--- src/snes_host_pkg.sv ---
/*
  Shared definitions for the SNES host glue.
  Bridge addresses are exact word addresses. The region codes compare
  only the top bits of the address. Data-table words follow the host
  slot layout, with slot index 1 as the save slot.
*/

package snes_host_pkg;

  //////////////////////////////////////////////////////////////
  // bus and payload types

  typedef logic [31:0] bridge_addr_t;
  typedef logic [31:0] bridge_data_t;
  typedef logic [15:0] key_t;
  typedef logic [31:0] joy_t;
  typedef logic [23:0] rgb_t;
  typedef logic [9:0]  dt_addr_t;

  // controller resync depth
  localparam int SYNC_STAGES = 3;

  //////////////////////////////////////////////////////////////
  // bridge address map

  localparam bridge_addr_t ADDR_MULTITAP   = 32'h0000_0100;
  localparam bridge_addr_t ADDR_LIGHTGUN   = 32'h0000_0104;
  localparam bridge_addr_t ADDR_AIM_SPEED  = 32'h0000_0108;
  localparam bridge_addr_t ADDR_VIDEO_MODE = 32'h0000_0200;

  // read regions, save wins over command
  localparam logic [7:0] CMD_REGION  = 8'hF8;
  localparam logic [3:0] SAVE_REGION = 4'h2;

  //////////////////////////////////////////////////////////////
  // data table

  localparam dt_addr_t DT_ROM_SIZE_ADDR  = 10'd1;
  // slot index 1, word 2*1+1
  localparam dt_addr_t DT_SAVE_SIZE_ADDR = 10'd3;

  localparam int DT_PHASE_BITS = 3;
  localparam logic [DT_PHASE_BITS-1:0] DT_CAPTURE_PHASE = 3'd4;

  localparam bridge_data_t SAVE_SIZE_UNIT = 32'd1024;

  // end-of-line status word bits
  localparam int SLOT_PAL_BIT    = 14;
  localparam int SLOT_ASPECT_BIT = 13;

endpackage

--- src/cdc_sync.sv ---
/*
  Plain flop chain, no gray coding. Multi-bit payloads are only safe
  when they change slowly compared to the clock, as button state does.
*/

`timescale 1ns/1ns

module cdc_sync import snes_host_pkg::*; #(
  parameter type payload_t = logic
) (
  input  logic     clk_74a,
  input  logic     pll_core_locked,
  input  payload_t din,
  output payload_t dout
);

  payload_t sync_q [SYNC_STAGES];

  always_ff @(posedge clk_74a or negedge pll_core_locked) begin
    if (!pll_core_locked) begin
      for (int i = 0; i < SYNC_STAGES; i++) begin
        sync_q[i] <= '0;
      end
    end else begin
      sync_q[0] <= din;
      for (int i = 1; i < SYNC_STAGES; i++) begin
        sync_q[i] <= sync_q[i-1];
      end
    end
  end

  assign dout = sync_q[SYNC_STAGES-1];

endmodule

--- src/bridge_settings.sv ---
/*
  Write decode needs the full 32-bit address to match.
  Read data is purely combinational from the address, so the bridge
  must hold the address stable for the read to settle.
*/

`timescale 1ns/1ns

module bridge_settings import snes_host_pkg::*; (
  input  logic         clk_74a,
  input  logic         pll_core_locked,

  input  bridge_addr_t bridge_addr,
  input  logic         bridge_wr,
  input  bridge_data_t bridge_wr_data,
  output bridge_data_t bridge_rd_data,

  input  bridge_data_t cmd_rd_data,
  input  bridge_data_t save_rd_data,

  output logic         multitap_enabled,
  output logic         lightgun_enabled,
  output logic         lightgun_type,
  output logic [7:0]   lightgun_aim_speed,
  output logic         use_4_3_video
);

  ////////////////////////////////////////////////////////////
  // option registers

  always_ff @(posedge clk_74a or negedge pll_core_locked) begin
    if (!pll_core_locked) begin
      multitap_enabled   <= 1'b0;
      lightgun_enabled   <= 1'b0;
      lightgun_type      <= 1'b0;
      lightgun_aim_speed <= 8'd0;
      use_4_3_video      <= 1'b0;
    end else if (bridge_wr) begin
      case (bridge_addr)
        ADDR_MULTITAP: begin
          multitap_enabled <= bridge_wr_data[0];
        end
        ADDR_LIGHTGUN: begin
          lightgun_enabled <= bridge_wr_data[0];
          lightgun_type    <= bridge_wr_data[1];
        end
        ADDR_AIM_SPEED: begin
          lightgun_aim_speed <= bridge_wr_data[7:0];
        end
        ADDR_VIDEO_MODE: begin
          use_4_3_video <= bridge_wr_data[0];
        end
        default: begin
          // unmapped, ignore
        end
      endcase
    end
  end

  ////////////////////////////////////////////////////////////
  // read mux

  always_comb begin
    if (bridge_addr[31:28] == SAVE_REGION) begin
      bridge_rd_data = save_rd_data;
    end else if (bridge_addr[31:24] == CMD_REGION) begin
      bridge_rd_data = cmd_rd_data;
    end else begin
      bridge_rd_data = '0;
    end
  end

endmodule

--- src/slot_tracker.sv ---
/*
  Data-slot strobes are single cycle pulses from the command handler.
  The ROM window closes on allcomplete as a level; the save window
  closes only on its rising edge.
*/

`timescale 1ns/1ns

module slot_tracker import snes_host_pkg::*; (
  input  logic clk_74a,
  input  logic pll_core_locked,
  input  logic dataslot_requestread,
  input  logic dataslot_requestwrite,
  input  logic dataslot_allcomplete,
  output logic rom_download,
  output logic save_download
);

  logic allcomplete_prev;
  logic allcomplete_rise;

  assign allcomplete_rise = dataslot_allcomplete && !allcomplete_prev;

  always_ff @(posedge clk_74a or negedge pll_core_locked) begin
    if (!pll_core_locked) begin
      allcomplete_prev <= 1'b0;
      rom_download     <= 1'b0;
      save_download    <= 1'b0;
    end else begin
      allcomplete_prev <= dataslot_allcomplete;

      // set has priority over clear
      if (dataslot_requestwrite) begin
        rom_download <= 1'b1;
      end else if (dataslot_allcomplete) begin
        rom_download <= 1'b0;
      end

      if (dataslot_requestread || dataslot_requestwrite) begin
        save_download <= 1'b1;
      end else if (allcomplete_rise) begin
        save_download <= 1'b0;
      end
    end
  end

endmodule

--- src/datatable_sequencer.sv ---
/*
  The data-table port is shared in an 8-cycle round.
  Read data is assumed valid a few cycles after the address settles,
  so the ROM size is sampled late in the read half of the round.
*/

`timescale 1ns/1ns

module datatable_sequencer import snes_host_pkg::*; (
  input  logic         clk_74a,
  input  logic         pll_core_locked,
  input  logic [3:0]   sram_size,
  input  bridge_data_t datatable_q,
  output dt_addr_t     datatable_addr,
  output logic         datatable_wren,
  output bridge_data_t datatable_data,
  output bridge_data_t rom_file_size
);

  logic [DT_PHASE_BITS-1:0] phase_q;
  bridge_data_t             save_bytes;

  // size code from the cart header, zero means no save RAM
  assign save_bytes = (sram_size != 4'd0) ? (SAVE_SIZE_UNIT << sram_size) : '0;

  ////////////////////////////////////////////////////////////
  // phase counter and port drive

  always_ff @(posedge clk_74a or negedge pll_core_locked) begin
    if (!pll_core_locked) begin
      phase_q        <= '0;
      datatable_addr <= '0;
      datatable_wren <= 1'b0;
      datatable_data <= '0;
      rom_file_size  <= '0;
    end else begin
      phase_q <= phase_q + 1'b1;

      if (phase_q > DT_CAPTURE_PHASE) begin
        // write half, publish save size
        datatable_wren <= 1'b1;
        datatable_addr <= DT_SAVE_SIZE_ADDR;
        datatable_data <= save_bytes;
      end else begin
        // read half, point at ROM size word
        datatable_wren <= 1'b0;
        datatable_addr <= DT_ROM_SIZE_ADDR;

        if (phase_q == DT_CAPTURE_PHASE) begin
          rom_file_size <= datatable_q;
        end
      end
    end
  end

endmodule

--- src/video_out_formatter.sv ---
/*
  Every clock is one pixel; no pixel enable is used.
  The scaler reads the word placed right after the last active pixel
  of a line as its status word, so that cycle must not carry pixel data.
*/

`timescale 1ns/1ns

module video_out_formatter import snes_host_pkg::*; (
  input  logic clk_74a,
  input  logic pll_core_locked,

  input  logic h_blank,
  input  logic v_blank,
  input  logic core_hs,
  input  logic core_vs,
  input  rgb_t core_rgb,
  input  logic pal,
  input  logic use_4_3_video,

  output logic video_de,
  output logic video_hs,
  output logic video_vs,
  output rgb_t video_rgb
);

  logic de;
  logic de_prev;
  logic hs_prev;
  logic vs_prev;
  rgb_t slot_word;

  assign de = !(h_blank || v_blank);

  // end-of-line flags for the scaler
  always_comb begin
    slot_word                  = '0;
    slot_word[SLOT_PAL_BIT]    = pal;
    slot_word[SLOT_ASPECT_BIT] = use_4_3_video;
  end

  always_ff @(posedge clk_74a or negedge pll_core_locked) begin
    if (!pll_core_locked) begin
      de_prev   <= 1'b0;
      hs_prev   <= 1'b0;
      vs_prev   <= 1'b0;
      video_de  <= 1'b0;
      video_hs  <= 1'b0;
      video_vs  <= 1'b0;
      video_rgb <= '0;
    end else begin
      de_prev <= de;
      hs_prev <= core_hs;
      vs_prev <= core_vs;

      video_de <= de;
      // single cycle pulse on sync rising edge
      video_hs <= core_hs && !hs_prev;
      video_vs <= core_vs && !vs_prev;

      if (de) begin
        video_rgb <= core_rgb;
      end else if (de_prev) begin
        video_rgb <= slot_word;
      end else begin
        video_rgb <= '0;
      end
    end
  end

endmodule

--- src/snes_host_top.sv ---
/*
  Host-side glue around the SNES core, all on clk_74a.
  pll_core_locked acts as the asynchronous reset for every block.
  Controller inputs come from another domain and are resynchronized.
*/

`timescale 1ns/1ns

module snes_host_top import snes_host_pkg::*; (
  input  logic         clk_74a,
  input  logic         pll_core_locked,

  // bridge bus
  input  bridge_addr_t bridge_addr,
  input  logic         bridge_wr,
  input  bridge_data_t bridge_wr_data,
  output bridge_data_t bridge_rd_data,
  input  bridge_data_t cmd_rd_data,
  input  bridge_data_t save_rd_data,

  // settings to core
  output logic         multitap_enabled,
  output logic         lightgun_enabled,
  output logic         lightgun_type,
  output logic [7:0]   lightgun_aim_speed,
  output logic         use_4_3_video,

  // data slots
  input  logic         dataslot_requestread,
  input  logic         dataslot_requestwrite,
  input  logic         dataslot_allcomplete,
  output logic         rom_download,
  output logic         save_download,

  // data table
  input  logic [3:0]   sram_size,
  input  bridge_data_t datatable_q,
  output dt_addr_t     datatable_addr,
  output logic         datatable_wren,
  output bridge_data_t datatable_data,
  output bridge_data_t rom_file_size,

  // video
  input  logic         h_blank,
  input  logic         v_blank,
  input  logic         core_hs,
  input  logic         core_vs,
  input  rgb_t         core_rgb,
  input  logic         pal,
  output logic         video_de,
  output logic         video_hs,
  output logic         video_vs,
  output rgb_t         video_rgb,

  // controllers
  input  key_t         cont1_key,
  input  key_t         cont2_key,
  input  key_t         cont3_key,
  input  key_t         cont4_key,
  input  joy_t         cont1_joy,
  output key_t         pad1_key,
  output key_t         pad2_key,
  output key_t         pad3_key,
  output key_t         pad4_key,
  output joy_t         pad1_joy
);

  //////////////////////////////////////////////////////////////
  // bridge side

  bridge_settings u_settings (
    .clk_74a            (clk_74a),
    .pll_core_locked    (pll_core_locked),
    .bridge_addr        (bridge_addr),
    .bridge_wr          (bridge_wr),
    .bridge_wr_data     (bridge_wr_data),
    .bridge_rd_data     (bridge_rd_data),
    .cmd_rd_data        (cmd_rd_data),
    .save_rd_data       (save_rd_data),
    .multitap_enabled   (multitap_enabled),
    .lightgun_enabled   (lightgun_enabled),
    .lightgun_type      (lightgun_type),
    .lightgun_aim_speed (lightgun_aim_speed),
    .use_4_3_video      (use_4_3_video)
  );

  slot_tracker u_slots (
    .clk_74a               (clk_74a),
    .pll_core_locked       (pll_core_locked),
    .dataslot_requestread  (dataslot_requestread),
    .dataslot_requestwrite (dataslot_requestwrite),
    .dataslot_allcomplete  (dataslot_allcomplete),
    .rom_download          (rom_download),
    .save_download         (save_download)
  );

  datatable_sequencer u_datatable (
    .clk_74a         (clk_74a),
    .pll_core_locked (pll_core_locked),
    .sram_size       (sram_size),
    .datatable_q     (datatable_q),
    .datatable_addr  (datatable_addr),
    .datatable_wren  (datatable_wren),
    .datatable_data  (datatable_data),
    .rom_file_size   (rom_file_size)
  );

  //////////////////////////////////////////////////////////////
  // video to scaler

  video_out_formatter u_video (
    .clk_74a         (clk_74a),
    .pll_core_locked (pll_core_locked),
    .h_blank         (h_blank),
    .v_blank         (v_blank),
    .core_hs         (core_hs),
    .core_vs         (core_vs),
    .core_rgb        (core_rgb),
    .pal             (pal),
    .use_4_3_video   (use_4_3_video),
    .video_de        (video_de),
    .video_hs        (video_hs),
    .video_vs        (video_vs),
    .video_rgb       (video_rgb)
  );

  // controller resync
  cdc_sync #(.payload_t(key_t)) u_sync_key1 (
    .clk_74a (clk_74a), .pll_core_locked (pll_core_locked),
    .din     (cont1_key), .dout (pad1_key)
  );
  cdc_sync #(.payload_t(key_t)) u_sync_key2 (
    .clk_74a (clk_74a), .pll_core_locked (pll_core_locked),
    .din     (cont2_key), .dout (pad2_key)
  );
  cdc_sync #(.payload_t(key_t)) u_sync_key3 (
    .clk_74a (clk_74a), .pll_core_locked (pll_core_locked),
    .din     (cont3_key), .dout (pad3_key)
  );
  cdc_sync #(.payload_t(key_t)) u_sync_key4 (
    .clk_74a (clk_74a), .pll_core_locked (pll_core_locked),
    .din     (cont4_key), .dout (pad4_key)
  );
  cdc_sync #(.payload_t(joy_t)) u_sync_joy1 (
    .clk_74a (clk_74a), .pll_core_locked (pll_core_locked),
    .din     (cont1_joy), .dout (pad1_joy)
  );

endmodule

--- config.mk ---
export PLATFORM = sky130hd
export DESIGN_NAME = snes_host_top
export DESIGN_NICKNAME = d
export VERILOG_FILES = /design/src/snes_host_pkg.sv /design/src/cdc_sync.sv /design/src/bridge_settings.sv /design/src/slot_tracker.sv /design/src/datatable_sequencer.sv /design/src/video_out_formatter.sv /design/src/snes_host_top.sv
export SDC_FILE = /design/constraint.sdc
export NUM_CORES = 1
export LEC_CHECK = 0
export BUFFER_PORTS_ARGS = -buffer_cell sky130_fd_sc_hd__buf_4
export CAP_MARGIN = 20
export CORE_ASPECT_RATIO = 0.5
export CORE_MARGIN = 2
export CORE_UTILIZATION = 26
export CTS_BUF_LIST = sky130_fd_sc_hd__clkbuf_4 sky130_fd_sc_hd__clkbuf_8
export DETAILED_ROUTE_END_ITERATION = 12
export PLACE_DENSITY = 0.57
export SLEW_MARGIN = 20
export SYNTH_ARGS = -nofsm -noshare
export SYNTH_HDL_FRONTEND = slang
export SYNTH_SLANG_ARGS = --single-unit
--- constraint.sdc ---
create_clock -name clk_74a -period 2.19 [get_ports clk_74a]
set_input_delay 0.438 -clock clk_74a [delete_from_list [all_inputs] [get_ports clk_74a]]
set_output_delay 0.438 -clock clk_74a [all_outputs]
set_load 0.05 [all_outputs]
== Word level (Yosys, flattened, before mapping) ==
Cells that the tools add are included.
Word-level totals
  output and inout port bits: 244
  logic and storage cells: 73
  bits in registers: 402
  input port bits: 295
Operators by class
  shift-type cells: 1
  muxes and demuxes: 11
  reduce and logical (&&, ||, !) cells: 17
  eq/ne operators: 7
  add/sub/neg operators: 1
  $lt $le $gt $ge: 1
  bitwise operators: 1
Operators with widths (number)
  32-bit by 9-bit equality test with 1-bit output (second input constant): 3
  32-bit 2-to-1 mux: 3
  32-bit by 10-bit equality test with 1-bit output (second input constant): 1
  11-bit by 4-bit left shift with 32-bit output (first input constant): 1
  24-bit 2-to-1 mux: 1
  15-bit 2-to-1 mux: 1
  2-bit AND reduction: 5
  8-bit equality test (second input constant): 1
  1-bit 2-to-1 mux: 5
  4-bit by 2-bit equality test with 1-bit output (second input constant): 1
  1-bit zero test: 4
  2-bit nonzero test: 2
  4-bit nonzero test: 1
  3-bit by 1-bit adder with 3-bit output (second input constant): 1
  3-bit equality test (second input constant): 1
  3-bit > comparator (second input constant): 1
  1-bit logical AND: 3
  1-bit logical OR: 2
  2-bit 2-to-1 mux: 1
  1-bit NOT: 1

== Longest topological paths before layout ==
  depth in word-level cells: 4
  mapped depth: 6
  gate-level depth less buffers: 6

== Cells and area by module ==
Synthesis repeated with hierarchy kept, for this count alone.
Unflattened totals
  cell total of the unflattened synthesis: 701
  area, all modules: 12316.8 um2
Modules (own cells, without submodules)
  cdc_sync at u_sync_key1 ...: times used 4, seq. area each 1201.2 um2, area an instance 1321.3 um2, cells an instance 64
  cdc_sync at u_sync_joy1: times used 1, seq. area each 2402.3 um2, area an instance 2642.5 um2, cells an instance 128
  datatable_sequencer: times used 1, seq. area each 1326.3 um2, area an instance 2362.3 um2, cells an instance 159
  bridge_settings: times used 1, seq. area each 300.3 um2, area an instance 965.9 um2, cells an instance 89
  video_out_formatter: times used 1, seq. area each 725.7 um2, area an instance 959.7 um2, cells an instance 62
  slot_tracker: times used 1, seq. area each 75.1 um2, area an instance 101.3 um2, cells an instance 7

== Worst setup path before layout ==
Ideal clock, no wire load.
  path kind: input to output
  start point: in bridge_addr[28]
  end point: out bridge_rd_data[10]
  slack: -9 ps
  required time: 1752 ps
  buffers on the path: 2
  stages on the path: 5
  arrival time: 1761 ps
  path through: nor3_1 > and2_1 > clkbuf_1 > clkbuf_1 > a22o_1
Between the ends
  word-level cells in the longest chain between the ends: 3
  elaborated cells on any way between the ends: 4
  those cells by class: eq/ne (2); mux (2)
Ends and longest elaborated chain
  start: declaration: line snes_host_top.sv:14  | input bridge_addr_t bridge_addr,
  8-bit equality test: line bridge_settings.sv:66  | end else if (bridge_addr[31:24] == CMD_REGION) begin
  32-bit 2-to-1 mux: line bridge_settings.sv:66
  32-bit 2-to-1 mux (*): line bridge_settings.sv:64  | if (bridge_addr[31:28] == SAVE_REGION) begin
  end: declaration: line snes_host_top.sv:17  | output bridge_data_t bridge_rd_data,
Mark *: on every way between the ends. The rest lies on a longest branch, timed or not.

== Final worst setup path ==
  start point: in bridge_addr[25]
  end point: out bridge_rd_data[13]
Between the ends
  word-level cells in the longest chain between the ends: 3
Ends and longest elaborated chain (line)
  8-bit equality test: bridge_settings.sv:66
  32-bit 2-to-1 mux: bridge_settings.sv:66
  32-bit 2-to-1 mux: bridge_settings.sv:64
No other way between the ends.

==> impl_metrics.tcl <==
set metrics [dict create \
    rsz0062_at_grt "no" \
    antenna_found_initial 6 \
    ant_nets 0 \
    cts_resized 0 \
    rows 55 \
    grt-ovfl-total 0 \
    cts_max_level 2 \
    crit_top_cell "buf_4" \
    post-route-drc-count 0 \
    die_h_um 156 \
    min_path_cells 3 \
    cts_root_buffer "clkbuf_8" \
    wl_um 35300 \
    holdWs_ps 71.8 \
    max_freq_mhz 483 \
    drt_iter0_markers 387 \
    syn_area_per_cell_um2 17.1 \
    crit_chain "buf_4 -> nor3_1 -> and3_1 -> buf_12 -> a22o_2 -> buf_4" \
    fillCellCount 4237 \
    synthDistinctLibCells 30 \
    crit_buf_inv 3 \
    finish.utilization 0.399 \
    start_util 0.265 \
    cp_top_family "simple AND/OR/NAND/NOR gates" \
    maxCapViolCount 0 \
    wire_per_inst_um 18.5 \
    power_leakage_uw 0.00886 \
    fin_crit_ps 2070 \
    setup_viol 0 \
    tns_ps 0 \
    slowest_delay_ps 260 \
    fin_crit_sh 0.945 \
    vias_per_cell 3.87 \
    nets 1558 \
    clock_skew_ps 11.8 \
    die_w_um 308 \
    drive_gt1_frac 0.527 \
    report.power.total_uw 15500 \
    ios 539 \
    place_congestion 0.973 \
    cellPowerDensity_nw_per_um2 857 \
    syn_to_final_growth_pct 50.9 \
    clock_latency_ps 570 \
    cts_max_path_buffers 3 \
    slew_violations 0 \
    cts_sinks 385 \
    synth_warnings 0 \
    dieArea_um2 48100 \
    worstRegToRegCells 6 \
    yosysSeqAreaShare 0.801 \
    vdd_drop_max_uv 333 \
    critPathSlowestCell "nor3_1" \
    crit_type "in -> out" \
    numCtsBuffers 56 \
    cts_tree "built" \
    finalHoldViolCount 0 \
    core-area_um2 45400 \
    grt_pass1_wl_um 51000 \
    synth-seq-cells 385 \
    numPortBuffers 490 \
    grt_max_degree 84 \
    grt_pass1_vias 8189 \
    cp.depth 6 \
    grtUsageTotal 0.143 \
    critPathCaptureType "output port" \
    status "complete, no violations" \
    critPathLaunchType "input pin" \
    worstPathMaxFanout 32 \
    route.vias.total 7375 \
    synthesis.area_um2 12000 \
    cp_data_arrival_time_ps 1630 \
    path_clk_slew_ps 60 \
    hold_class "in -> reg" \
    dr.pass1.iters 4 \
    dp_hpwl_um 27500 \
    worstPathRequired_ps 1750 \
    synthCells 705 \
]
## power by group
group          switching [µW]  internal, µW  leakage (µW)
registers                 123          7450       0.00460
logic                    1110           713       0.00361
clock network            2620          3530      0.000654
total                    3860         11700       0.00886
## cells by family after synthesis
group / share of synthesized area
buffers and inverters: 0.0821
and+or+nand+nor: 0.0372
muxes: 0.0412
adders and majority gates: 0.00208
other: 0.000625
DFF: 0.801
AOI/OAI and AO/OA: 0.0347
xor gates and xnor gates: 0.000729
## tightest hold or removal path: stages
cell and delay (ps):
buf_4 80, nor2_1 30, nand2_1 50
## layout by cell type (no fill, tap or decap), types with 4 or more instances in the layout
cell	netlist	layout
buf_4	121	501
dfrtp_1	385	385
dlygate4sd3_1	0	100
clkbuf_8	0	71
mux2_2	44	44
a22o_2	0	30
conb_1	2	25
and2_1	24	24
nand2_1	20	20
clkbuf_4	0	15
buf_12	0	9
o21ai_0	7	7
clkinv_2	0	7
nor2_1	6	6
nor3_1	6	6
inv_1	6	6
o31ai_1	5	5
diode_2	0	4
nor2b_1	4	4
## sequential cells by signal, summed over array words and instances, names as in the netlist, 2 cells and up
register                       cells
u_sync_key3.dout                  16
u_sync_key4.sync_q                32
u_datatable.datatable_data        16
u_sync_key1.dout                  16
u_datatable.datatable_addr         2
u_sync_key2.sync_q                32
u_datatable.rom_file_size         32
u_sync_key2.dout                  16
u_sync_joy1.dout                  32
u_sync_joy1.sync_q                64
u_sync_key3.sync_q                32
u_settings.lightgun_aim_speed      8
u_datatable.phase_q                3
u_sync_key1.sync_q                32
u_sync_key4.dout                  16
u_video.video_rgb                 24
## Yosys cell counts
cell type / number / area [µm²]
a32o_1: 3 / 30.0
and4_1: 1 / 8.76
nor4b_1: 1 / 8.76
and2_1: 24 / 150
nor3_4: 1 / 16.3
nor2_1: 6 / 22.5
o21ai_0: 7 / 35.0
conb_1: 2 / 7.51
nor2b_1: 4 / 25.0
xor2_1: 1 / 8.76
inv_1: 6 / 22.5
buf_4: 121 / 908
nor4_1: 2 / 12.5
nor3_1: 6 / 30.0
dfrtp_1: 385 / 9630
nor4_4: 1 / 21.3
nand3_1: 3 / 15.0
nand2_1: 20 / 75.1
o41ai_1: 3 / 26.3
clkbuf_1: 12 / 45.0
mux2_2: 44 / 495
and3_1: 1 / 6.26
nand4b_1: 2 / 17.5
o31ai_1: 5 / 37.5
nand4_1: 3 / 18.8
buf_1: 3 / 11.3
a22o_1: 32 / 280
ha_1: 2 / 25.0
a21o_1: 1 / 7.51
nand2b_1: 3 / 18.8
## routing by layer
metal	share of wire	vias to the layer above	GRT usage	wire [µm]
met3	0.057	69	0.0379	2020
met5	0.00037	-	0	13
li1	-	3290	-	-
met1	0.36	3797	0.159	12700
met2	0.55	217	0.259	19500
met4	0.029	2	0.0595	1020
## metrics by stage
| step | std cells | cell area [µm²] | setup slack [ps] |
|---|---|---|---|
| after global routing | 1905 | 18100 | 33.5 |
| after detailed placement | 1701 | 15900 | 117 |
| final | 1905 | 18100 | 120 |
| after global placement | 1701 | 15900 | 129 |
| after CTS | 1901 | 18100 | 136 |
| after floorplan | 728 | 12100 | 124 |
## area by class of cell
type,instances,area [µm²],area share
repair buffers,611,4960,0.273
inverters,6,22.5,0.00124
clock buffers,86,1090,0.0601
well taps,598,748,0.0412
flip-flops and latches,385,9630,0.531
diodes,4,10.0,0.000552
clock inverters,14,156,0.00862
multi-input cells,201,1520,0.0840
## what timing repair did
| item | in CTS | in global routing |
|---|---|---|
| setup buffers | 0 | 0 |
| endpoints found under the setup margin | 0 | 0 |
| hold endpoints to repair | 141 | 0 |
| hold buffers | 100 | 0 |
## path summary, 6_finish.rpt
kind | start | endpoint | slack, ps
worst max-delay path | bridge_addr[25] | bridge_rd_data[13] | 120
worst min-delay path | dataslot_requestread | u_slots.save_download$_DFFE_PN0P_ | 70
worst max register to register | u_datatable.phase_q[0]$_DFF_PN0_ | u_datatable.datatable_data[25]$_DFFE_PN0P_ | 490
worst min register to register | u_sync_key3.sync_q[30]$_DFF_PN0_ | u_sync_key3.dout[14]$_DFF_PN0_ | 340
max in group asynchronous | pll_core_locked | u_sync_key1.dout[9]$_DFF_PN0_ | 980
min in group asynchronous | pll_core_locked | u_sync_joy1.dout[6]$_DFF_PN0_ | 380
Note: power is estimated with default switching activity, not from simulation.
